--- src/pdp8_pkg.sv ---
// Types and constants for the reduced PDP-8/e; bit 0 is the MSB of every word, IF/DF not modeled.
package pdp8_pkg;

    // data word, numbered from the most significant bit as on the PDP-8.
    typedef logic [0:11] word_t;

    // memory address within the single 4K field.
    typedef logic [0:11] addr_t;

    // page number, the upper five address bits.
    typedef logic [0:4] page_t;

    // major opcode, instruction bits 0 to 2.
    typedef logic [0:2] opcode_t;

    typedef enum logic [1:0]
    {
        FETCH,
        DEFER,
        EXEC,
        HALTED
    } major_t;

    localparam opcode_t OP_AND = 3'o0;
    localparam opcode_t OP_TAD = 3'o1;
    localparam opcode_t OP_ISZ = 3'o2;
    localparam opcode_t OP_DCA = 3'o3;
    localparam opcode_t OP_JMS = 3'o4;
    localparam opcode_t OP_JMP = 3'o5;
    localparam opcode_t OP_IOT = 3'o6; // decoded as a no-op.
    localparam opcode_t OP_OPR = 3'o7;

    // memory-reference address fields.
    localparam int IND_BIT = 3;
    localparam int CUR_BIT = 4;

    // operate group selection.
    localparam int GRP_BIT    = 3;  // 0 selects group 1.
    localparam int SUBGRP_BIT = 11; // must be 0 for group 2.

    // group 1 microinstructions.
    localparam int CLA_BIT   = 4;
    localparam int CLL_BIT   = 5;
    localparam int CMA_BIT   = 6;
    localparam int CML_BIT   = 7;
    localparam int ROR_BIT   = 8;
    localparam int ROL_BIT   = 9;
    localparam int TWICE_BIT = 10;
    localparam int IAC_BIT   = 11;

    // group 2 halt.
    localparam int HLT_BIT = 10;

    // a switch must hold its new level this many cycles to be accepted.
    localparam int DEBOUNCE_CYCLES = 16;
    localparam int DB_CNT_W        = 5;

    localparam int MEM_WORDS = 4096;

endpackage
--- src/major_state.sv ---
// One clock per major state; console keys act only while halted, interrupts are not supported.
`timescale 1ns/100ps

module major_state
(
    input  logic             clk,
    input  logic             rst_n,
    input  pdp8_pkg::word_t  ir,
    input  logic             cont_p,
    input  logic             halt_lvl,
    input  logic             step_lvl,
    input  logic             addr_load_p,
    input  logic             dep_p,
    input  logic             exam_p,
    output pdp8_pkg::major_t state,
    output logic             ir_load,
    output logic             ma_ind,
    output logic             exec,
    output logic             panel_load,
    output logic             panel_dep,
    output logic             panel_exam,
    output logic             run
);
    import pdp8_pkg::*;

    opcode_t opcode;
    logic    stopped;
    logic    mem_ref;
    logic    indirect;
    logic    is_hlt;
    logic    stop_req;

    assign opcode  = ir[0:2];
    assign stopped = (state == HALTED);

    assign panel_load = addr_load_p & stopped;
    assign panel_dep  = dep_p & stopped;
    assign panel_exam = exam_p & stopped;

    assign ir_load = (state == FETCH);
    assign ma_ind  = (state == DEFER);
    assign exec    = (state == EXEC);

    // during fetch ir already shows the word coming out of core.
    assign mem_ref  = (opcode != OP_IOT) && (opcode != OP_OPR);
    assign indirect = mem_ref & ir[IND_BIT];

    assign is_hlt = (opcode == OP_OPR) & ir[GRP_BIT] & ~ir[SUBGRP_BIT] & ir[HLT_BIT];

    // single step stops after every instruction, the halt key does the same.
    assign stop_req = is_hlt | halt_lvl | step_lvl;

    always_ff @(posedge clk or negedge rst_n)
    begin
        if (!rst_n)
        begin
            state <= HALTED;
            run   <= 1'b0;
        end
        else
        begin
            case (state)
                HALTED:
                begin
                    if (cont_p)
                    begin
                        state <= FETCH;
                        run   <= 1'b1;
                    end
                end
                FETCH:
                begin
                    state <= indirect ? DEFER : EXEC;
                end
                DEFER:
                begin
                    state <= EXEC;
                end
                EXEC:
                begin
                    if (stop_req)
                    begin
                        state <= HALTED;
                        run   <= 1'b0; // run falls together with the halt.
                    end
                    else
                        state <= FETCH;
                end
                default:
                begin
                    state <= HALTED;
                    run   <= 1'b0;
                end
            endcase
        end
    end

endmodule

--- config.mk ---
export PLATFORM = sky130hd
export DESIGN_NAME = major_state
export DESIGN_NICKNAME = d
export VERILOG_FILES = /design/src/pdp8_pkg.sv /design/src/major_state.sv
export SDC_FILE = /design/constraint.sdc
export NUM_CORES = 1
export LEC_CHECK = 0
export ABC_AREA = 1
export BUFFER_PORTS_ARGS = -buffer_cell sky130_fd_sc_hd__buf_4
export CAP_MARGIN = 20
export CORE_AREA = 2 2 39 41
export DETAILED_ROUTE_END_ITERATION = 10
export DIE_AREA = 0 0 41 43
export HOLD_SLACK_MARGIN = 0.1
export PLACE_DENSITY_LB_ADDON = 0.3
export SYNTH_ARGS = -nofsm -noshare
export SYNTH_HDL_FRONTEND = slang
export SYNTH_SLANG_ARGS = --single-unit
--- constraint.sdc ---
create_clock -name clk -period 1.4 [get_ports clk]
set_clock_uncertainty 0.2 [all_clocks]
set_input_delay 0 -clock clk [delete_from_list [all_inputs] [get_ports clk]]
set_output_delay 0 -clock clk [all_outputs]
set_load 0.01 [all_outputs]
== Word-level counts from Yosys, hierarchy flattened ==
Cells that the tools add are included.

* Eq/ne operators: 8
* Mux-type cells: 7
* Bitwise operators: 10
* Reduce and logical (&&, ||, !) cells: 4

{| class="wikitable"
|+ Operator list
! kind !! count
|-
| $pmux 2 s4 || 1
|-
| $and 1x1->1 || 7
|-
| $mux 2 || 3
|-
| $ne 3x3->1 const B || 2
|-
| $eq 2x2->1 const B || 2
|-
| $eq 3x3->1 const B || 1
|-
| $reduce_and 3->1 || 1
|-
| $eq 2x1->1 const B || 1
|-
| $logic_not 2->1 || 1
|-
| $mux 1 || 2
|-
| $ne 2x1->1 const B || 1
|-
| $ne 2x2->1 const B || 1
|-
| $or 1x1->1 || 2
|-
| $pmux 1 s2 || 1
|-
| $reduce_bool 2->1 || 1
|-
| $logic_and 1x1->1 || 1
|-
| $not 1->1 || 1
|}

* Bits in registers: 3
* Input bits: 20
* Output and inout bits: 9
* Word-level logic and storage cells: 31

== Depth between registers and ports, before layout ==
* Depth after elaboration: 8
* Mapped depth: 7
* Depth with buffers taken out: 7

== Worst setup path after synthesis ==
No wires, ideal clock.

* Kind: register -> register
* From: reg state[1]
* To: reg run
* Setup time: 0.117 ns
* Arrival: 1.044 ns
* Required time: 1.083 ns
* Path slack: 0.040 ns
* Stages on the path, launching flop included: 6
* Buffers on the path: 0
* Clock period less this slack: 1.360 ns
* Path through: dfstp_2 -> inv_1 -> nor2_1 -> nand2_1 -> nand2_1 -> nand2_1

* Cells in the longest elaborated chain, start to end: 3
* Elaborated cells on any way between the ends: 7
* Those cells by class: eq/ne: 4; mux: 1; reduce/logical: 2

{| class="wikitable"
|+ Ends and longest elaborated chain
! item !! RTL line !! RTL
|-
| start: declaration || major_state.sv:15 || <nowiki>output pdp8_pkg::major_t state,</nowiki>
|-
| start signal: assignment || major_state.sv:73 || <nowiki>state <= indirect ? DEFER : EXEC;</nowiki>
|-
| $eq 2x2->1 (*) || - ||
|-
| via exec || major_state.sv:18 || <nowiki>output logic exec,</nowiki>
|-
| $ne 2x1->1 (no source line) or $reduce_bool 2->1 (tied branches) || - ||
|-
| $reduce_and 3->1 (no source line) || - ||
|-
| end signal: assignment || major_state.sv:58 || <nowiki>run <= 1'b0;</nowiki>
|-
| end signal: assignment || major_state.sv:68 || <nowiki>run <= 1'b1;</nowiki>
|-
| end signal: assignment || major_state.sv:84 || <nowiki>run <= 1'b0;</nowiki>
|-
| end: declaration || major_state.sv:22 || <nowiki>output logic run</nowiki>
|}

The timed path passes the listed nets; every way through them passes the cells marked *.
A chain may end at the register's enable or synchronous reset.

== Final worst setup path ==
* From: reg state[1]
* To: out exec

* Cells in the longest elaborated chain, start to end: 1

{| class="wikitable"
|+ Ends and longest elaborated chain
! item !! RTL line !! RTL
|-
| $eq 2x2->1 || major_state.sv:42 || <nowiki>assign exec = (state == EXEC);</nowiki>
|-
| end: declaration || major_state.sv:18 ||
|}

Every way passes these cells.

==> impl_metrics.py <==
metrics = {
    "worst_setup_path": {
        "crit_start": "state[1]",
        "critPathCaptureType": "output pin",
        "regToRegEndpoint": "run",
        "timing_worst_setup_path_type": "reg2out",
        "worst-r2r-cell-count": 5,
        "cp_max_fo": 6,
        "r2r-start": "state[1]",
        "worst_setup_path_start_kind": "register",
        "cp.required_ns": 1.20,
        "endpoint": "exec",
        "cp_data_arrival_time_ns": 1.12,
        "r2r_setup_slack_ns": 0.11,
    },
    "floorplan": {
        "die_area_um2": 1760,
        "die_y_um": 43,
        "die_w_um": 41,
        "coreArea_um2": 1380,
        "start_util_pct": 15.1,
        "rows": 14,
        "io_pins": 29,
    },
    "outcome": {
        "outcome": "completed",
    },
    "global_routing": {
        "grt_pass1_vias": 331,
        "grt-ovfl-total": 0,
        "track_usage_pct": 9.55,
        "grt_pass1_wl_um": 1150,
        "antenna_found_initial": 0,
        "grt_max_degree": 7,
    },
    "yosys": {
        "synth-adder-area-share_pct": 0,
        "synth_xor_area_share_pct": 0,
        "syn_nets": 55,
        "synthDistinctLibCells": 8,
        "syn_inst": 35,
        "avgSynthCellArea_um2": 5.97,
        "synth.mux.area_fraction_pct": 0,
        "yosys_warnings": 0,
        "synthSimpleGateAreaFrac_pct": 44.9,
        "synth-compound-area-share_pct": 3.59,
        "ys_ff_latch": 3,
        "syn_area_um2": 209,
        "synth_top_family_by_area": "simple AND/OR/NAND/NOR gates",
        "ys_seq_area_share_pct": 37.1,
    },
    "sta": {
        "slew_headroom_pct": 83.4,
        "worst_slew_pin_slew_ns": 0.246,
        "setup_viol": 0,
        "final_critical_path_setup_slack_ns": 0.0803,
        "slew_violations": 0,
        "period_needed_ns": 1.32,
        "setup_tns_ns": 0,
        "fin_crit_sh_pct": 94.3,
        "hold_viol_final": 0,
        "max_freq_mhz": 758,
        "timing.hold.ws_ns": 0.111,
        "grt_setup_unrepaired": "true",
    },
    "clock_tree": {
        "clockBufferDepth": 2,
        "clock_latency_ns": 0.22,
        "path_clk_slew_ns": 0.03,
        "cts_tree": "built",
        "numCtsBuffers": 3,
        "clock-sinks": 3,
        "htreeDepth": 1,
        "cts_root_buf": "clkbuf_4",
    },
    "power_and_ir_drop": {
        "p_comb_share_pct": 54.0,
        "p_int_w": 0.000496,
        "ir_drop_uv": 416,
        "clkPwrFrac_pct": 17.9,
        "power.density_nw_per_um2": 1500,
        "p_sw_w": 0.000312,
        "sw_frac_of_total_pct": 38.6,
        "power_frac_seq_pct": 28.2,
        "leakage_nw": 0.308,
    },
    "drt": {
        "wl_per_cell_um": 8.24,
        "met1_length_um": 264,
        "via_per_inst": 3.91,
        "vias": 344,
        "highest_layer": "met3",
        "drt_wl_total_um": 725,
        "drtPass1Iterations": 2,
        "met3_length_um": 70,
        "drt_iter0_drc": 2,
        "postRouteAntennaNets": 0,
        "drc_errors": 0,
        "wl_met2_um": 390,
    },
    "place": {
        "numPortBuffers": 22,
        "place_ws_ns": 0.128,
        "hpwl_um": 498,
        "routabilityCongestion": 0.623,
        "placed_area_um2": 394,
    },
    "cells_and_area": {
        "layout-drive-gt1-share_pct": 40.3,
        "fin_nets": 93,
        "final_core_util_pct": 39.1,
        "area_delta_synth_final_pct": 159,
        "design_area_um2": 541,
        "diodes": 0,
    },
    "flow_run": {
        "cap_violations": 0,
    },
    "worst_hold_path": {
        "hp-class": "in2out",
    },
}
## synth_stat cells
| cell | number | area share, % |
|---|---|---|
| nand2_1 | 10 | 18 |
| inv_1 | 8 | 14 |
| nor2_1 | 8 | 14 |
| nand3_1 | 4 | 9.6 |
| dfstp_2 | 2 | 25 |
| a21boi_0 | 1 | 3.6 |
| dfrtp_1 | 1 | 12 |
| or2_1 | 1 | 3.0 |
## timing repair
item	CTS	global route
endpoints found under the hold margin	6	0
setup endpoints to repair	0	5
hold buffers	11	0
resized for setup	0	3
buffers inserted	0	0
## registers in the layout, indices dropped and copies added, names as in the netlist
signal  cells
state       2
run         1
## through the flow
stage / cells / power, W
CTS: 88 / 0.000784
floorplan: 35 / 0.000386
finish: 88 / 0.000809
global placement: 73 / 0.000615
global route: 88 / 0.000896
detailed placement: 73 / 0.000613
## worst min-delay path by stage
stage	from	end	slack [ns]	depth (start not counted)
after floorplan	rst_n	run	-0.50	0
after global placement	rst_n	run	-0.41	1
after detailed placement	rst_n	run	-0.41	1
after CTS	addr_load_p	panel_load	0.12	4
after global routing	addr_load_p	panel_load	0.14	4
final	addr_load_p	panel_load	0.11	4
## placed cells by master (no fill, tap or decap)
| master | Yosys | layout |
|---|---|---|
| nor2_1 | 8 | 7 |
| dfrtp_1 | 1 | 1 |
| buf_4 | 0 | 22 |
| clkbuf_4 | 0 | 3 |
| nand2_1 | 10 | 9 |
| a21boi_0 | 1 | 1 |
| inv_1 | 8 | 8 |
| nand2_4 | 0 | 1 |
| nand3_1 | 4 | 4 |
| dfstp_2 | 2 | 2 |
| dlygate4sd3_1 | 0 | 11 |
| clkbuf_1 | 0 | 1 |
| or2_1 | 1 | 1 |
| nor2_2 | 0 | 1 |
## critical path, cell delays in order, from the launching register on
cell     delay (ns)
dfstp_2        0.59
inv_1          0.08
nor2_2         0.10
buf_4          0.13
## metal layers
metal  global-route usage, %  up-vias
met4                    4.00        0
li1                        -      176
met3                    1.57        0
met2                    18.4       18
met5                       0        -
met1                    8.71      150
## layout make-up
type / instances / area [um^2]
Sequential cell: 3 / 77.6
Clock buffer: 4 / 26.3
Inverter: 8 / 30.0
Timing Repair Buffer: 33 / 275
Multi-Input combinational cell: 24 / 111
Fill cell: 155 / 843
Tap cell: 16 / 20.0
## power groups by stage
stage | Sequential [W] | Clock (W) | Combinational, W
CTS | 0.000209 | 0.000143 | 0.000431
detailed placement | 0.000210 | 0 | 0.000403
floorplan | 0.000218 | 0 | 0.000168
finish | 0.000228 | 0.000144 | 0.000436
global placement | 0.000211 | 0 | 0.000403
global route | 0.000238 | 0.000165 | 0.000494
## cells by family after synthesis
kind of cell | after synthesis
buffers and inverters | 8
and+or+nand+nor | 23
DFF | 3
AOI/OAI and AO/OA | 1
Note: power is estimated with default switching activity, not from simulation.
