**src/pdp8_pkg.sv**
```systemverilog
// Types and constants for the reduced PDP-8/e; bit 0 is the MSB of every word, IF/DF not modeled.
package pdp8_pkg;

    // data word, numbered from the most significant bit as on the PDP-8.
    typedef logic [0:11] word_t;

    // memory address within the single 4K field.
    typedef logic [0:11] addr_t;

    // page number, the upper five address bits.
    typedef logic [0:4] page_t;

    // major opcode, instruction bits 0 to 2.
    typedef logic [0:2] opcode_t;

    typedef enum logic [1:0]
    {
        FETCH,
        DEFER,
        EXEC,
        HALTED
    } major_t;

    localparam opcode_t OP_AND = 3'o0;
    localparam opcode_t OP_TAD = 3'o1;
    localparam opcode_t OP_ISZ = 3'o2;
    localparam opcode_t OP_DCA = 3'o3;
    localparam opcode_t OP_JMS = 3'o4;
    localparam opcode_t OP_JMP = 3'o5;
    localparam opcode_t OP_IOT = 3'o6; // decoded as a no-op.
    localparam opcode_t OP_OPR = 3'o7;

    // memory-reference address fields.
    localparam int IND_BIT = 3;
    localparam int CUR_BIT = 4;

    // operate group selection.
    localparam int GRP_BIT    = 3;  // 0 selects group 1.
    localparam int SUBGRP_BIT = 11; // must be 0 for group 2.

    // group 1 microinstructions.
    localparam int CLA_BIT   = 4;
    localparam int CLL_BIT   = 5;
    localparam int CMA_BIT   = 6;
    localparam int CML_BIT   = 7;
    localparam int ROR_BIT   = 8;
    localparam int ROL_BIT   = 9;
    localparam int TWICE_BIT = 10;
    localparam int IAC_BIT   = 11;

    // group 2 halt.
    localparam int HLT_BIT = 10;

    // a switch must hold its new level this many cycles to be accepted.
    localparam int DEBOUNCE_CYCLES = 16;
    localparam int DB_CNT_W        = 5;

    localparam int MEM_WORDS = 4096;

endpackage
```
**src/accum.sv**
```systemverilog
// Group 1 operate only; both rotate bits together rotate right first, then left.
`timescale 1ns/100ps

module accum
(
    input  logic            clk,
    input  logic            rst_n,
    input  logic            exec,
    input  pdp8_pkg::word_t ir,
    input  pdp8_pkg::word_t mdata,
    output pdp8_pkg::word_t ac,
    output logic            link
);
    import pdp8_pkg::*;

    opcode_t     opcode;
    logic [12:0] tad_sum;
    logic [12:0] lv;
    word_t       opr_ac;
    logic        opr_link;

    assign opcode  = ir[0:2];
    assign tad_sum = {1'b0, ac} + {1'b0, mdata};

    // link and ac form one 13-bit register, link on top.
    always_comb
    begin
        lv = {link, ac};
        if (ir[CLA_BIT])
            lv[11:0] = '0;
        if (ir[CLL_BIT])
            lv[12] = 1'b0;
        if (ir[CMA_BIT])
            lv[11:0] = ~lv[11:0];
        if (ir[CML_BIT])
            lv[12] = ~lv[12];
        if (ir[IAC_BIT])
            lv = lv + 13'd1; // carry out of ac complements link.
        if (ir[ROR_BIT])
        begin
            lv = {lv[0], lv[12:1]};
            if (ir[TWICE_BIT])
                lv = {lv[0], lv[12:1]};
        end
        if (ir[ROL_BIT])
        begin
            lv = {lv[11:0], lv[12]};
            if (ir[TWICE_BIT])
                lv = {lv[11:0], lv[12]};
        end
        opr_link = lv[12];
        opr_ac   = lv[11:0];
    end

    always_ff @(posedge clk or negedge rst_n)
    begin
        if (!rst_n)
        begin
            ac   <= '0;
            link <= 1'b0;
        end
        else if (exec)
        begin
            case (opcode)
                OP_AND: ac <= ac & mdata;
                OP_TAD:
                begin
                    ac   <= tad_sum[11:0];
                    link <= link ^ tad_sum[12];
                end
                OP_DCA: ac <= '0; // the store itself happens in mem_addr.
                OP_OPR:
                begin
                    if (!ir[GRP_BIT])
                    begin
                        ac   <= opr_ac;
                        link <= opr_link;
                    end
                end
                default: ac <= ac;
            endcase
        end
    end

endmodule

```
**config.mk**
```make
export PLATFORM = sky130hd
export DESIGN_NAME = accum
export DESIGN_NICKNAME = d
export VERILOG_FILES = /design/src/pdp8_pkg.sv /design/src/accum.sv
export SDC_FILE = /design/constraint.sdc
export NUM_CORES = 1
export LEC_CHECK = 0
export ABC_CLOCK_PERIOD_IN_PS = 3200
export BUFFER_PORTS_ARGS = -buffer_cell sky130_fd_sc_hd__buf_4
export CORE_ASPECT_RATIO = 0.8
export CORE_MARGIN = 10
export CORE_UTILIZATION = 59
export DETAILED_ROUTE_END_ITERATION = 16
export PLACE_DENSITY = 0.81
export RECOVER_POWER = 50
export SYNTH_ARGS = -nofsm -noshare
export SYNTH_HDL_FRONTEND = slang
export SYNTH_SLANG_ARGS = --single-unit
```
**constraint.sdc**
```tcl
create_clock -name clk -period 3.2 [get_ports clk]
set_input_delay 0.64 -clock clk [delete_from_list [all_inputs] [get_ports clk]]
set_output_delay 0.64 -clock clk [all_outputs]
set_load 0.05 [all_outputs]
```
# Word-level counts from Yosys, hierarchy flattened
# Index checks and enable logic that the tools add are counted.
# classes
eq_ne	4
n_mux	13
n_reduce_logical	5
addsub	2
n_bitwise	4
# ops
cell	count
2-to-1 mux 13 bit	5
one-hot mux 12 bit (4 select lines)	1
2-to-1 mux 12 bit	3
adder 12 x 12 -> 13 bit	1
adder 13 x 1 -> 13 bit, second input constant	1
bitwise AND 12 bit	1
NOT 12 bit	1
AND reduction 3 bit	2
nonzero test 4 bit	1
equality test 3 x 1 -> 1 bit, second input constant	1
equality test 3 x 2 -> 1 bit, second input constant	1
equality test 3 bit, second input constant	1
zero test 3 bit	1
2-to-1 mux 1 bit	3
inequality test 2 bit, second input constant	1
one-hot mux 1 bit (2 select lines)	1
nonzero test 2 bit	1
NOT 1 bit	1
XOR 1 bit	1
# word_totals
register_bits	13
elab_cells	30
in_bits	27
out_inout_bits	13

# Depth between registers and ports, before layout
# depth
ltp_word	11
depth_mapped	12
mapped_depth_nobuf	10

# Worst setup path before layout
# No wires, ideal clock.
# synth_timing
path_type	in2reg
from	input port ir[7]
to	register ac[10]
n_path_buf	2
stages	12
arrival_ns	3.354
setup_time_ns	0.121
required_time_ns	3.079
slack_ns	-0.276
cell_sequence	clkbuf_1 > buf_1 > nor2b_1 > xnor2_1 > ha_1 > and2_1 > a32oi_2 > a2111oi_2 > mux2i_1 > a41oi_2 > a221o_1 > o2bb2ai_1
# synth_via
elab_chain_cells	11
# synth_lines
element	line	rtl
start: declaration	accum.sv:9	input pdp8_pkg::word_t ir,
2-to-1 mux 12 bit *	accum.sv:29	if (ir[CLA_BIT])
NOT 12 bit	accum.sv:34	lv[11:0] = ~lv[11:0];
2-to-1 mux 12 bit *	accum.sv:33	if (ir[CMA_BIT])
adder 13 x 1 -> 13 bit	accum.sv:38	lv = lv + 13'd1;
2-to-1 mux 13 bit *	accum.sv:37	if (ir[IAC_BIT])
2-to-1 mux 13 bit	accum.sv:42	if (ir[TWICE_BIT])
2-to-1 mux 13 bit *	accum.sv:39	if (ir[ROR_BIT])
2-to-1 mux 13 bit	accum.sv:48	if (ir[TWICE_BIT])
2-to-1 mux 13 bit *	accum.sv:45	if (ir[ROL_BIT])
2-to-1 mux 12 bit *	accum.sv:74	if (!ir[GRP_BIT])
one-hot mux 12 bit (4 select lines) *	accum.sv:64	case (opcode)
end signal: assignment	accum.sv:65	OP_AND: ac <= ac & mdata;
end signal: assignment	accum.sv:68	ac <= tad_sum[11:0];
end signal: assignment	accum.sv:76	ac <= opr_ac;
end: declaration	accum.sv:11	output pdp8_pkg::word_t ac,
# Every way passes the cells marked *; elsewhere a longest branch is shown, timed or not. The select of a mux whose other input is x is not followed.
# A chain may end at the register's enable or synchronous reset.

# Worst setup path in the final report
# layout_timing
from	input port ir[5]
to	register ac[10]
# layout_via
elab_chain_cells	9
# layout_lines
element	line
2-to-1 mux 12 bit *	accum.sv:33
adder 13 x 1 -> 13 bit	accum.sv:38
2-to-1 mux 13 bit *	accum.sv:37
2-to-1 mux 13 bit	accum.sv:42
2-to-1 mux 13 bit *	accum.sv:39
2-to-1 mux 13 bit	accum.sv:48
2-to-1 mux 13 bit *	accum.sv:45
2-to-1 mux 12 bit *	accum.sv:74
one-hot mux 12 bit (4 select lines) *	accum.sv:64
# Marked as above.

==> impl_metrics.env <==
export IMPL_outcome="finished, final reports clean"
export IMPL_avgRoutedWirePerCell_um=19.0
export IMPL_timing_fmax_mhz=340
export IMPL_cp_slowest_stage_delay_ps=640
export IMPL_ys_seq_area_frac=0.119
export IMPL_cp_data_required_time_ps=3340
export IMPL_synth_area_um2=2730
export IMPL_cts_root_buf="clkbuf_8"
export IMPL_worst_path_buf_inv=2
export IMPL_nFillCells=391
export IMPL_setup_worst_path_start_class="input pin"
export IMPL_initial_utilization=0.601
export IMPL_r2r_slack_ps=280
export IMPL_synth_area_leaders="dfrtp_1 (12%), ha_1 (6.0%), o21ai_0 (5.9%)"
export IMPL_synthCells=379
export IMPL_die_x_um=96.0
export IMPL_ant_nets=0
export IMPL_boundaryPins=40
export IMPL_powerDensity_nw_per_um2=439
export IMPL_clock_sinks=13
export IMPL_critical_path_cell_chain="buf_4 > buf_12 > nor4bb_1 > a211oi_1 > or4_1 > mux2i_4 > a21boi_0 > a221o_1 > o2bb2ai_1"
export IMPL_first_iter_violations=382
export IMPL_die_y_um=80.8
export IMPL_drtPass1Iterations=5
export IMPL_grt_ovfl_total=0
export IMPL_hold_viol=0
export IMPL_crit_type="in -> reg"
export IMPL_cp_max_fo=31
export IMPL_worstMarginPinSlew_ps=861
export IMPL_cp_slowest_cell="or4_1"
export IMPL_cts_resized=0
export IMPL_regArea_um2=325
export IMPL_layout_min_cycle_time_ps=2940
export IMPL_numCtsBuffers=3
export IMPL_rr_worst_depth=7
export IMPL_clock_path_buffers=2
export IMPL_synth_edff_count=0
export IMPL_antenna_found_initial=0
export IMPL_drc_errors=0
export IMPL_worst_hold_path_type="in -> async"
export IMPL_fin_tns_setup_ps=0
export IMPL_final_nets=457
export IMPL_clk_pin_slew_ps=60
export IMPL_setup_viol=0
export IMPL_yosys_area_top_type="dfrtp_1"
export IMPL_grt_setup_unrepaired="no"
export IMPL_leakage_nw=1.24
export IMPL_dieArea_um2=7760
export IMPL_multi_input_area_um2=2270
export IMPL_rr_startpoint="ac[7]"
export IMPL_synth_top_cell_area_share=0.119
export IMPL_cts_setup_buffers=0
export IMPL_finalCritPeriodShare=0.919
export IMPL_path_delay_family="simple AND/OR/NAND/NOR gates"
export IMPL_layout_drive_gt1_share=0.171
export IMPL_synthFlopType="dfrtp_1"
export IMPL_wirelength_um=9010
export IMPL_synthArstFlopShare=1.00
export IMPL_synth_distinct_cells=71
export IMPL_drv_cap=0
export IMPL_antennaDiodeCount=0
export IMPL_vias=3254
export IMPL_grt_pass1_wl_um=14600
export IMPL_relSlewSlack=0.426
export IMPL_final_cell_mix="buf_4 (51), nor2_1 (33), o21ai_0 (32), a21oi_1 (28), nand2_1 (24)"
export IMPL_synth_warnings=0
export IMPL_postCtsHoldBufs=0
export IMPL_syn_nets=420
export IMPL_cts_tree="done"
export IMPL_syn_avg_cell_area_um2=7.20
export IMPL_via_per_inst=6.85
export IMPL_ir_worst_vdd_uv=307
export IMPL_rows=22
export IMPL_cp_arrival_ps=3080
export IMPL_grtUsageTotal=0.230
export IMPL_skew_ps=2.93
export IMPL_place_hpwl_um=7000
export IMPL_r2r_end="ac[10]"
export IMPL_io_buffers=39
export IMPL_slew_violations=0
export IMPL_htree_num_levels=1
export IMPL_final_common_cell="buf_4"
export IMPL_first_global_vias=2980
export IMPL_grt_max_degree=32
export IMPL_hold_slack_ps=451
export IMPL_place_congestion=0.979
export IMPL_clock_latency_ps=250
export IMPL_area_growth_pct=17.8
export IMPL_cp_end_kind="flop"
export IMPL_synth_seq_cells=13
export IMPL_core_um2=4540
synth_stat cells, types with 5 or more instances:
library cell / instances
or3_1: 7
nor4_1: 5
o2111ai_1: 5
nor3_1: 10
o211ai_1: 7
ha_1: 13
nand3_1: 9
dfrtp_1: 13
xnor2_1: 14
clkbuf_1: 22
nor2b_1: 7
xor2_1: 6
inv_1: 19
a21oi_1: 28
nand4_1: 6
o21bai_1: 5
o21ai_0: 32
a211oi_1: 11
nand2_1: 24
nor2_1: 33
layout make-up:
class | count | share of cell area
Clock buffer | 4 | 0.0140
Inverter | 20 | 0.0233
Multi-Input combinational cell | 319 | 0.705
Sequential cell | 13 | 0.101
Tap cell | 60 | 0.0233
Timing Repair Buffer | 59 | 0.133
per-layer routing:
layer | GRT usage | vias to the layer above | wire length [µm]
li1 | - | 1539 | -
met1 | 0.311 | 1507 | 3920
met2 | 0.354 | 189 | 3920
met3 | 0.0691 | 19 | 1010
met4 | 0.0456 | 0 | 154
met5 | 0 | - | 0
sequential cells by signal (all words and copies together), names as in the netlist:
signal,cells
ac,12
link,1
power breakdown:
group / leakage, nW / switching, mW / total [mW] / internal (mW)
combinational: 1.07 / 0.595 / 0.973 / 0.378
sequential: 0.152 / 0.0821 / 0.280 / 0.198
clock: 0.0228 / 0.0696 / 0.158 / 0.0884
logic make-up (layout without fill, tap and decap cells):
kind of cell,Yosys count,after routing,synth area share
compound gates,152,152,0.402
xor+xnor,22,22,0.0807
fa+ha+maj,14,14,0.0669
buf+inv,47,83,0.0660
flops,13,13,0.119
mux,7,7,0.0312
simple gates,124,124,0.234
stage by stage:
stage                     worst slack [ps]  total power, mW  cells   util  area (µm²)
after floorplan                       11.3            0.963    379      -        2780
after global placement                 102             1.23    471  0.704        3200
after detailed placement              13.7             1.25    471  0.704        3200
after CTS                              268             1.41    475  0.714        3240
after global routing                  65.5             1.52    475  0.708        3220
final                                  260             1.41    475  0.708        3220
how the worst max path moves through the flow:
| stage | from | endpoint | slack [ps] | depth (start not counted) |
|---|---|---|---|---|
| final | ir[5] | ac[10] | 260 | 9 |
| after global routing | ac[7] | ac[10] | 70 | 7 |
| after CTS | ir[7] | ac[10] | 270 | 11 |
| after detailed placement | ir[7] | ac[10] | 10 | 11 |
| after global placement | ir[5] | ac[10] | 100 | 9 |
| after floorplan | ir[7] | ac[2] | 10 | 12 |
(Power assumes the default switching activity.)
