--- config.mk ---
export PLATFORM = sky130hd
export DESIGN_NAME = panel_switches
export DESIGN_NICKNAME = d
export VERILOG_FILES = /design/src/pdp8_pkg.sv /design/src/panel_switches.sv
export SDC_FILE = /design/constraint.sdc
export NUM_CORES = 1
export LEC_CHECK = 0
export ABC_AREA = 1
export BUFFER_PORTS_ARGS = -buffer_cell sky130_fd_sc_hd__buf_4
export CORE_MARGIN = 2
export CORE_UTILIZATION = 55
export DETAILED_ROUTE_END_ITERATION = 10
export PLACE_DENSITY_LB_ADDON = 0.2
export REMOVE_ABC_BUFFERS = 1
export SETUP_SLACK_MARGIN = 0.4
export SLEW_MARGIN = 20
export SYNTH_ARGS = -nofsm -noshare
export SYNTH_HDL_FRONTEND = slang
export SYNTH_SLANG_ARGS = --single-unit
--- constraint.sdc ---
create_clock -name clk -period 1.2 [get_ports clk]
set_input_delay 0.24 -clock clk [delete_from_list [all_inputs] [get_ports clk]]
set_output_delay 0.24 -clock clk [all_outputs]
set_load 0.1 [all_outputs]
--- src/pdp8_pkg.sv ---
// Types and constants for the reduced PDP-8/e; bit 0 is the MSB of every word, IF/DF not modeled.
package pdp8_pkg;

    // data word, numbered from the most significant bit as on the PDP-8.
    typedef logic [0:11] word_t;

    // memory address within the single 4K field.
    typedef logic [0:11] addr_t;

    // page number, the upper five address bits.
    typedef logic [0:4] page_t;

    // major opcode, instruction bits 0 to 2.
    typedef logic [0:2] opcode_t;

    typedef enum logic [1:0]
    {
        FETCH,
        DEFER,
        EXEC,
        HALTED
    } major_t;

    localparam opcode_t OP_AND = 3'o0;
    localparam opcode_t OP_TAD = 3'o1;
    localparam opcode_t OP_ISZ = 3'o2;
    localparam opcode_t OP_DCA = 3'o3;
    localparam opcode_t OP_JMS = 3'o4;
    localparam opcode_t OP_JMP = 3'o5;
    localparam opcode_t OP_IOT = 3'o6; // decoded as a no-op.
    localparam opcode_t OP_OPR = 3'o7;

    // memory-reference address fields.
    localparam int IND_BIT = 3;
    localparam int CUR_BIT = 4;

    // operate group selection.
    localparam int GRP_BIT    = 3;  // 0 selects group 1.
    localparam int SUBGRP_BIT = 11; // must be 0 for group 2.

    // group 1 microinstructions.
    localparam int CLA_BIT   = 4;
    localparam int CLL_BIT   = 5;
    localparam int CMA_BIT   = 6;
    localparam int CML_BIT   = 7;
    localparam int ROR_BIT   = 8;
    localparam int ROL_BIT   = 9;
    localparam int TWICE_BIT = 10;
    localparam int IAC_BIT   = 11;

    // group 2 halt.
    localparam int HLT_BIT = 10;

    // a switch must hold its new level this many cycles to be accepted.
    localparam int DEBOUNCE_CYCLES = 16;
    localparam int DB_CNT_W        = 5;

    localparam int MEM_WORDS = 4096;

endpackage
--- src/panel_switches.sv ---
// Switches are active low and asynchronous; a change is seen after 2 sync plus 16 stable cycles.
`timescale 1ns/100ps

module panel_switches
(
    input  logic clk,
    input  logic rst_n,
    input  logic addr_loadn,
    input  logic depn,
    input  logic examn,
    input  logic contn,
    input  logic haltn,
    input  logic single_stepn,
    output logic addr_load_p,
    output logic dep_p,
    output logic exam_p,
    output logic cont_p,
    output logic halt_lvl,
    output logic step_lvl
);
    import pdp8_pkg::*;

    logic [5:0]          raw_n;
    logic [5:0]          sync_1;
    logic [5:0]          sync_2;
    logic [5:0]          level;
    logic [5:0]          level_d;
    logic [3:0]          press;
    logic [DB_CNT_W-1:0] cnt [6];

    // bits 0 to 3 are momentary keys, 4 and 5 are held levels.
    assign raw_n = {single_stepn, haltn, contn, examn, depn, addr_loadn};

    always_ff @(posedge clk or negedge rst_n)
    begin
        if (!rst_n)
        begin
            sync_1 <= '0;
            sync_2 <= '0;
        end
        else
        begin
            sync_1 <= ~raw_n; // convert to active high here.
            sync_2 <= sync_1;
        end
    end

    always_ff @(posedge clk or negedge rst_n)
    begin
        if (!rst_n)
        begin
            level <= '0;
            for (int i = 0; i < 6; i++)
                cnt[i] <= '0;
        end
        else
        begin
            for (int i = 0; i < 6; i++)
            begin
                if (sync_2[i] == level[i])
                    cnt[i] <= '0; // bounce back to the old level restarts the count.
                else if (cnt[i] == DB_CNT_W'(DEBOUNCE_CYCLES - 1))
                begin
                    level[i] <= sync_2[i];
                    cnt[i]   <= '0;
                end
                else
                    cnt[i] <= cnt[i] + 1'b1;
            end
        end
    end

    always_ff @(posedge clk or negedge rst_n)
    begin
        if (!rst_n)
        begin
            level_d <= '0;
            press   <= '0;
        end
        else
        begin
            level_d <= level;
            press   <= level[3:0] & ~level_d[3:0]; // one pulse per accepted press.
        end
    end

    assign addr_load_p = press[0];
    assign dep_p       = press[1];
    assign exam_p      = press[2];
    assign cont_p      = press[3];
    assign halt_lvl    = level[4];
    assign step_lvl    = level[5];

endmodule

* After elaboration in Yosys (flattened, before gate mapping) *
Index checks and enable logic that the tools add are counted.

storage, ports and cells
  register bits = 56
  input port bits = 8
  output and inout bits = 6
  logic and storage cells = 61

cells by class
  add/sub/neg operators = 6
  eq/ne operators = 12
  multiplexer cells = 12
  bitwise logic cells = 9
  reduce and logical (&&, ||, !) cells = 6

operators by type and width
  cell                                                                    count
  5-bit 2-to-1 mux                                                        12
  5-bit by 1-bit adder with 5-bit output (second input constant)          6
  5-bit by 4-bit equality test with 1-bit output (second input constant)  6
  2-bit AND reduction                                                     6
  1-bit equality test                                                     6
  1-bit inverter                                                          6
  6-bit inverter                                                          1
  4-bit AND                                                               1
  4-bit inverter                                                          1

* Depth between registers and ports, before layout *
Gate-level depths: netlist of run 1.

  depth in word-level cells = 3
  depth in mapped cells = 5
  depth with buffers taken out = 5

* Worst setup path before layout of run 1 *
No wires, ideal clock.

  path type = register to register
  start = register level[5]
  end = register cnt[1] (netlist name)
  library setup time = 71 ps
  data arrival time = 1,341 ps
  path slack = -212 ps
  stages on the path, launching flop included = 5
  path through = dfrtp_1 > nor2_1 > nor2_1 > inv_1 > nor2_1

on the way
  word-level cells in the longest chain between the ends = 2

RTL lines
  element                           line                  RTL
  start: declaration                panel_switches.sv:26  logic [5:0] level;
  start signal: indexed assignment  panel_switches.sv:64  level[i] <= sync_2[i];
  1-bit equality test               panel_switches.sv:60  if (sync_2[i] == level[i])
  5-bit 2-to-1 mux                  panel_switches.sv:60
  end signal: indexed assignment    panel_switches.sv:68  cnt[i] <= cnt[i] + 1'b1;
  end: declaration                  panel_switches.sv:29  logic [DB_CNT_W-1:0] cnt [6];

No other way between the ends.
A chain may end at the register's enable or synchronous reset.

* Worst setup path after layout of run 1 *
  start = register level[5]
  end = output step_lvl

RTL lines
  element           line                  RTL
  end: declaration  panel_switches.sv:19  output logic step_lvl

No word-level cell between the ends.

==> results of run 1 <==
## cells by family after synthesis
logic type,synth area share
adders and majority gates,0.0343
DFF,0.640
xor gates and xnor gates,0.0240
and+or+nand+nor,0.237
buffers and inverters,0.0651
## path summary, 6_finish.rpt
kind / endpoint / cells after the start / from
worst min register to register: sync_2[0] / 0 / sync_1[0]
worst max-delay path: step_lvl / 1 / level[5]
min in group clk: sync_1[4] / 2 / haltn
max in group asynchronous: cnt[16] / 2 / rst_n
worst min-delay path: cnt[7] / 1 / rst_n
worst max register to register: cnt[3] / 6 / level[5]
## what timing repair did
item                                   in CTS  in global routing
setup buffers                              14                  4
pin swaps                                  25                 16
cloned                                      0                  0
setup endpoints to repair                  42                 42
resized for setup                          43                 36
endpoints found under the hold margin      19                 19
## per-stage QoR
stage,std cells,utilization,setup TNS (ps),power [mW]
floorplan,232,-,-2020,2.15
global placement,296,0.636,0,2.25
detailed placement,296,0.636,0,2.26
CTS,317,0.737,0,3.41
global route,321,0.777,-1.20,3.59
finish,321,0.777,0,3.42
## cell type report
class                   count  area (um^2)  area share
flip-flops and latches     56         1400       0.482
multi-input cells         138          856       0.294
repair buffers             34          350       0.120
inverters                  38          143      0.0491
clock buffers               7         96.3      0.0331
well taps                  48         60.1      0.0207
## cell usage in the layout, fill, tap and decap left out, drive strengths merged
cell | synthesis | routed
nand2 | 58 | 58
dfrtp | 56 | 56
nor2 | 44 | 44
inv | 38 | 38
buf | 0 | 34
nand4 | 12 | 12
nand3 | 12 | 12
clkbuf | 0 | 7
ha | 6 | 6
xnor2 | 6 | 6
## power by group
part | switching, mW | internal [mW]
clock network | 0.559 | 0.515
registers | 0.0753 | 1.96
logic | 0.157 | 0.164
total | 0.791 | 2.63
## state kept, by name, summed over array words and instances (netlist names)
register,cells
cnt,30
level,6
sync_1,6
sync_2,6
level_d,4
press,4
## metal layers
| metal | vias up | wire [um] |
|---|---|---|
| met5 | - | 0 |
| met1 | 775 | 1620 |
| met3 | 9 | 140 |
| met2 | 26 | 2080 |
| li1 | 792 | - |
| met4 | 0 | 71 |
==> metrics.yaml, run 1 <==
place.detailed.hpwl_um: 2390
critPathMaxStageDelay_ps: 440
antenna_left: 0
overflow: 0
htreeDepth: 2
fillers: 238
grt_max_degree: 23
fp.dieArea_mm2: 0.00450
grt_pass1_vias: 1603
grt_util_met3: 0.0659
critPathMaxFanout: 2
period_needed_ps: 1160
dieHeight_um: 67.1
netlist_top_cells_area: "dfrtp_1 64%, nand2_1 9.9%, nor2_1 7.5%"
met1_usage: 0.229
synth-seq-cells: 56
wirelength_um: 3920
syn_area_per_cell_um2: 9.44
hold_slack_ps: -189
cts.sinks: 56
ys_seq_area_frac: 0.640
via_per_inst: 4.99
slew_viol_final: 0
rsz0062_at_grt: "true"
cp.buffers_inverters: 1
cts_root_buffer: "clkbuf_8"
drc: 0
dominantRegCellSynth: "dfrtp_1"
synth_top_cell_by_area: "dfrtp_1"
worst_slack_ps: 39.6
postSynthCellCount: 232
drive_above_1_share: 0.330
placed_area_mm2: 0.00238
synth_area_mm2: 0.00219
yosysWarnings: 0
hold_path.class: "in2async"
grt_use_met2: 0.342
start_util: 0.585
clk_latency_ps: 310
r2r_slack_ps: 190
maxCapViolCount: 0
powerDensity_mw_per_mm2: 1180
die_width_um: 67.1
async_flop_share: 1.00
drt-pass1-iter-count: 5
clk_pin_slew_worst_paths_ps: 90
leakagePower_nw: 1.44
cts_tree: "done"
finalCritPeriodShare: 0.967
worst_slew_pin_slew_ps: 301
area_growth_pct: 32.8
wl_per_cell_um: 12.2
fin_nets: 287
core_mm2: 0.00374
slew_headroom: 0.800
crit_chain: "buf_12"
max_freq_mhz: 862
critPathArrivalTime_ps: 920
violations: "negative hold slack"
top_usage_layer: "met2"
status: "finished with violations"
diodes: 0
design_area_mm2: 0.00291
ys_types: 8
grt_pass1_wl_um: 6620
synth_edf_count: 0
setup_viol: 0
critPathKind: "reg2out"
antenna_found_initial: 0
grtUsageTotal: 0.201
io_buffers: 13
cp_slowest_cell: "dfrtp_2"
clock_path_buffers: 2
crit_family: "flip-flops"
yosysTopAreaCellShare: 0.640
drtIter0Drc: 53
yosysMostFrequentCell: "nand2_1"
vias: 1602
gp_congestion: 0.741
dp_slack_ps: 122
numCtsBuffers: 5
required_ps: 960
num_rows: 22
ir_worst_vdd_v: 0.000865
critPathCaptureType: "output pin"
start_kind: "flip-flop"
finalHoldViolCount: 19
synth.cells.most_frequent: "58 x nand2_1, 56 x dfrtp_1, 44 x nor2_1, 38 x inv_1"
ios: 14
clock_skew_ps: 4.02
(Power assumes the default switching activity.)
==> run 2: changes to the inputs <==
--- a/config.mk
+++ b/config.mk
@@ -7,12 +7,12 @@
 export LEC_CHECK = 0
 export ABC_AREA = 1
 export BUFFER_PORTS_ARGS = -buffer_cell sky130_fd_sc_hd__buf_4
-export CORE_MARGIN = 2
-export CORE_UTILIZATION = 55
+export CORE_MARGIN = 1
+export CORE_UTILIZATION = 58
 export DETAILED_ROUTE_END_ITERATION = 10
 export PLACE_DENSITY_LB_ADDON = 0.2
 export REMOVE_ABC_BUFFERS = 1
-export SETUP_SLACK_MARGIN = 0.4
+export SETUP_SLACK_MARGIN = 0.1
 export SLEW_MARGIN = 20
 export SYNTH_ARGS = -nofsm -noshare
 export SYNTH_HDL_FRONTEND = slang
==> run 2 against run 1 <==
Net effect:
- the run now ends clean
- clock-buffer cell count is the same
- design area shrank 7.8%
- critical path depth is the same
- critical endpoint is now halt_lvl
- largest cell class unchanged
- largest power group unchanged
==> metrics.yaml, run 2 (same netlist as run 1, synthesis figures left out) <==
drt-pass1-iter-count: 4  # -1
cp_slowest_cell: "dfrtp_1"
fp.dieArea_mm2: 0.00402  # -11%
critPathKind: "reg2out"
fillers: 226  # -5.0%
cts_tree: "done"
place.detailed.hpwl_um: 2210  # -7.6%
drtIter0Drc: 79  # +49%
io_buffers: 13  # unchanged
setup_viol: 0  # unchanged
fin_setup_tns_ps: 0  # unchanged
wl_per_cell_um: 10.8  # -12%
required_ps: 960  # about the same
top_register: "cnt"
core_mm2: 0.00347  # -7.4%
rsz0062_at_grt: "true"
numCtsBuffers: 5  # unchanged
finalCritPeriodShare: 0.953  # -0.0143
critPathMaxFanout: 2  # unchanged
seqPwrFrac: 0.568  # -0.025
status: "complete, no violations"
grt_pass1_vias: 1349  # -16%
critPathCaptureType: "output pin"
dp_cells: 294  # -0.68%
clk_latency_ps: 300  # about the same
die_width_um: 63.4  # -5.4%
drc: 0  # unchanged
antenna_found_initial: 0  # unchanged
start_util: 0.631  # +0.0464
overflow: 0  # unchanged
fin_nets: 278  # -3.1%
powerDensity_mw_per_mm2: 1330  # +13%
ios: 14  # unchanged
clockPowerShare: 0.364  # +0.051
dieHeight_um: 63.4  # -5.4%
hold_path.class: "in2reg"
wirelength_um: 3350  # -15%
area_growth_pct: 22.5
grt_max_degree: 21  # -8.7%
fin_cells: 311  # -3.1%
swShare: 0.212  # -0.0194
crit_chain: "buf_12"
largest_reg_flops: 30  # unchanged
p_sw_mw: 0.753  # -4.8%
leakagePower_nw: 1.39  # -3.5%
grtUsageTotal: 0.183  # -0.0181
grt_pass1_wl_um: 5580  # -16%
p_comb_frac: 0.068  # -0.026
critPathMaxStageDelay_ps: 420  # -20 ps
internal-power_mw: 2.81  # +6.6%
diodes: 0  # unchanged
period_needed_ps: 1140  # -17.2 ps
worst_slew_pin_slew_ps: 269  # -31.4 ps
slew_headroom: 0.821  # +0.0210
gp_congestion: 0.775  # +4.6%
clock_path_buffers: 2  # unchanged
clock_skew_ps: 8.60  # +4.58 ps
slew_viol_final: 0  # unchanged
htreeDepth: 2  # unchanged
cp.buffers_inverters: 1  # unchanged
maxCapViolCount: 0  # unchanged
drive_above_1_share: 0.166  # -0.164
hold_slack_ps: 64.3  # +254 ps
clk_pin_slew_worst_paths_ps: 100  # about the same
crit_family: "flip-flops"
final_common_cell: "nand2_1"
finish.utilization: 0.773  # -0.00365
critPathArrivalTime_ps: 900  # -20 ps
cts.sinks: 56  # unchanged
start_kind: "flip-flop"
total_power_mw: 3.56  # +4.0%
antenna_left: 0  # unchanged
num_rows: 21  # -4.5%
max_freq_mhz: 875  # +1.5%
ir_worst_vdd_v: 0.00105  # +21%
seq_area_mm2: 0.00140  # about the same
cts_root_buffer: "clkbuf_8"
vias: 1537  # -4.1%
mostFrequentLayoutCells: "57 x nand2_1, 56 x dfrtp_1, 40 x nor2_1, 36 x inv_1, 17 x buf_4"
multi_input_area_um2: 691  # -19%
finalHoldViolCount: 0  # -19
via_per_inst: 4.94  # -0.97%
## run 2: stage by stage
stage | area (um^2) | setup WS [ps]
5_1_grt | 2680 | 19.5
3_5_place_dp | 2380 | 141
3_3_place_gp | 2380 | 158
2_1_floorplan | 2190 | -212
4_1_cts | 2580 | 55.6
6_report | 2680 | 56.8
## run 2: final cells by class
| type | count | area share |
|---|---|---|
| flip-flops and latches | 56 | 0.523 |
| inverters | 38 | 0.0532 |
| clock inverters | 1 | 0.0112 |
| multi-input cells | 138 | 0.258 |
| repair buffers | 25 | 0.0980 |
| well taps | 46 | 0.0215 |
| clock buffers | 7 | 0.0359 |
## run 2: power groups by stage
stage | registers (mW) | clock network, mW | logic, mW
final | 2.02 | 1.30 | 0.241
after global routing | 2.03 | 1.41 | 0.280
after CTS | 2.02 | 1.33 | 0.204
after detailed placement | 2.05 | 0 | 0.199
after global placement | 2.05 | 0 | 0.195
after floorplan | 2.04 | 0 | 0.111
## run 2: metal layers
layer	track usage	up-vias	part of all wire
li1	-	772	-
met1	0.229	732	0.47
met2	0.289	29	0.49
met3	0.0562	4	0.032
met4	0.0881	0	0.0069
met5	0	-	0
## run 2: path summary, 6_finish.rpt
| check | startpoint | to | slack, ps | cells past startpoint |
|---|---|---|---|---|
| min in group asynchronous | rst_n | cnt[0] | 350 | 2 |
| max in group asynchronous | rst_n | sync_2[1] | 430 | 3 |
| setup / recovery | level[4] | halt_lvl | 60 | 1 |
| hold / removal | contn | sync_1[3] | 60 | 2 |
| hold reg to reg | sync_1[5] | sync_2[5] | 360 | 0 |
| setup reg to reg | cnt[20] | cnt[23] | 160 | 4 |
## run 2: timing repair
action                                  in CTS  in global routing
endpoints found under the setup margin       6                 31
gates resized for setup                     13                 16
pin swaps                                    0                  8
hold endpoints to repair                    17                  0
setup buffers                                2                  6
hold buffers                                 1                  0
==> run 3: changes to the inputs <==
--- a/config.mk
+++ b/config.mk
@@ -7,10 +7,11 @@
 export LEC_CHECK = 0
 export ABC_AREA = 1
 export BUFFER_PORTS_ARGS = -buffer_cell sky130_fd_sc_hd__buf_4
+export CORE_ASPECT_RATIO = 1.75
 export CORE_MARGIN = 1
 export CORE_UTILIZATION = 58
 export DETAILED_ROUTE_END_ITERATION = 10
-export PLACE_DENSITY_LB_ADDON = 0.2
+export PLACE_DENSITY = 0.83
 export REMOVE_ABC_BUFFERS = 1
 export SETUP_SLACK_MARGIN = 0.1
 export SLEW_MARGIN = 20
==> run 3 against run 2 <==
Net effect:
- maximum frequency shrank 0.77%
- highest routed layer unchanged
- global-route usage grew 0.71 points
- first-iteration DRC count shrank 75%
- setup slack lost 8.9 ps
- utilization shrank 4.4 points
- non-clock buffer count shrank 3
- power shrank 4.0%
- final cell count shrank 0.96%
- sequential share of layout area grew 0.84 points
- hold slack gained 1.9 ps
- combinational power shrank 7%
==> metrics.yaml, run 3 (same netlist as run 1, synthesis figures left out) <==
mostFrequentLayoutCells: "57 x nand2_1, 54 x dfrtp_1, 41 x nor2_1, 38 x inv_1, 14 x buf_4"
fin_setup_tns_ps: 0  # unchanged
dieHeight_um: 83.3  # +31%
multi_input_area_um2: 701  # +1.4%
die_width_um: 48.4  # -24%
grt_pass1_vias: 1445  # +7.1%
slew_headroom: 0.848  # +0.0278
max_freq_mhz: 868  # -0.77%
finalHoldViolCount: 0  # unchanged
cts_root_buffer: "clkbuf_8"
num_rows: 29  # +38%
hold_path.class: "in2reg"
cp_slowest_cell: "dfrtp_2"
wl_per_cell_um: 10.9  # +0.88%
fillers: 257  # +14%
grt_pass1_wl_um: 5790  # +3.8%
via_per_inst: 4.93  # -0.21%
ir_worst_vdd_v: 0.00107  # +1.9%
leakagePower_nw: 1.36  # -2.1%
critPathMaxFanout: 2  # unchanged
powerDensity_mw_per_mm2: 1290  # -2.6%
numCtsBuffers: 5  # unchanged
diodes: 0  # unchanged
grtUsageTotal: 0.190  # +0.00708
seq_area_mm2: 0.00140  # +0.18%
reg2reg_depth: 4  # unchanged
wirelength_um: 3340  # about the same
top_register: "cnt"
required_ps: 960  # about the same
finish.utilization: 0.729  # -0.0445
hold_slack_ps: 66.2  # +1.88 ps
drt-pass1-iter-count: 4  # unchanged
worst_slew_pin_slew_ps: 227  # -41.7 ps
htreeDepth: 2  # unchanged
path_depth: 1  # unchanged
drive_above_1_share: 0.153  # -0.0134
overflow: 0  # unchanged
core_mm2: 0.00363  # +4.6%
drtIter0Drc: 20  # -75%
design_area_mm2: 0.00264  # -1.4%
rsz0062_at_grt: "true"
finalCritPeriodShare: 0.960  # +0.00743
largest_reg_flops: 30  # unchanged
vias: 1519  # -1.2%
critPathMaxStageDelay_ps: 440  # +20 ps
antenna_found_initial: 0  # unchanged
crit_family: "flip-flops"
gp_congestion: 0.733  # -5.4%
fin_nets: 275  # -1.1%
cp.buffers_inverters: 1  # unchanged
min_delay_path_depth: 2  # unchanged
io_buffers: 13  # unchanged
maxCapViolCount: 0  # unchanged
crit_chain: "buf_12"
critPathCaptureType: "output pin"
final_common_cell: "nand2_1"
clock_skew_ps: 2.97  # -5.62 ps
period_needed_ps: 1150  # +8.91 ps
area_growth_pct: 20.7
clock_path_buffers: 2  # unchanged
critPathArrivalTime_ps: 910  # about the same
start_util: 0.603  # -0.0279
cts_tree: "done"
slew_viol_final: 0  # unchanged
setup_viol: 0  # unchanged
status: "complete, no violations"
fp.dieArea_mm2: 0.00403  # +0.25%
antenna_left: 0  # unchanged
clk_pin_slew_worst_paths_ps: 90  # about the same
cts.sinks: 56  # unchanged
critPathKind: "reg2out"
ios: 14  # unchanged
grt_max_degree: 30  # +43%
start_kind: "flip-flop"
drc: 0  # unchanged
clk_latency_ps: 300  # about the same
placed_area_mm2: 0.00237  # -0.32%
place.detailed.hpwl_um: 2310  # +4.5%
run 3: final cells by class:
| type | count | share of cell area |
|---|---|---|
| well taps | 46 | 0.0218 |
| clock buffers | 6 | 0.0274 |
| multi-input cells | 138 | 0.265 |
| repair buffers | 22 | 0.0876 |
| inverters | 38 | 0.0540 |
| flip-flops and latches | 56 | 0.531 |
| clock inverters | 2 | 0.0133 |
run 3: timing repair:
action                                 CTS  global route
setup buffers                            2             4
gates resized for setup                 14            14
endpoints found under the hold margin   15             0
pin swaps                                0             6
hold buffers                             1             0
cloned                                   0             0
setup endpoints to repair                6            33
run 3: metrics by stage:
| step | total power, mW | setup WS (ps) | cells |
|---|---|---|---|
| final | 3.42 | 47.9 | 308 |
| after global routing | 3.59 | 13.0 | 308 |
| after CTS | 3.42 | 40.8 | 304 |
| after detailed placement | 2.25 | 133 | 293 |
| after global placement | 2.24 | 153 | 293 |
| after floorplan | 2.15 | -212 | 232 |
run 3: power breakdown:
| part | internal, mW | leakage, nW | switching [mW] |
|---|---|---|---|
| Combinational | 0.108 | 0.573 | 0.115 |
| Clock | 0.619 | 0.0552 | 0.546 |
| Sequential | 1.96 | 0.736 | 0.0736 |
| Total | 2.68 | 1.36 | 0.735 |
run 3: layer usage:
layer / up-vias / wire [um] / GRT usage
met5: - / 0 / 0
met4: 0 / 79 / 0.0882
met3: 8 / 66 / 0.0385
met2: 22 / 1840 / 0.357
met1: 727 / 1360 / 0.195
li1: 762 / - / -
run 3: worst register-to-register path, delay by kind of cell (launching register included):
| kind | cells | cell delay (ps) |
|---|---|---|
| adders and majority gates | 1 | 230 |
| DFF | 1 | 400 |
| and+or+nand+nor | 3 | 300 |
run 3: path summary, 6_finish.rpt:
| check | start | end | slack [ps] |
|---|---|---|---|
| worst min-delay path | haltn | sync_1[4] | 70 |
| worst max-delay path | level[5] | step_lvl | 50 |
| max in group asynchronous | rst_n | sync_2[2] | 450 |
| min in group asynchronous | rst_n | cnt[15] | 340 |
| worst min register to register | sync_1[1] | sync_2[1] | 360 |
| worst max register to register | cnt[10] | cnt[10] | 160 |
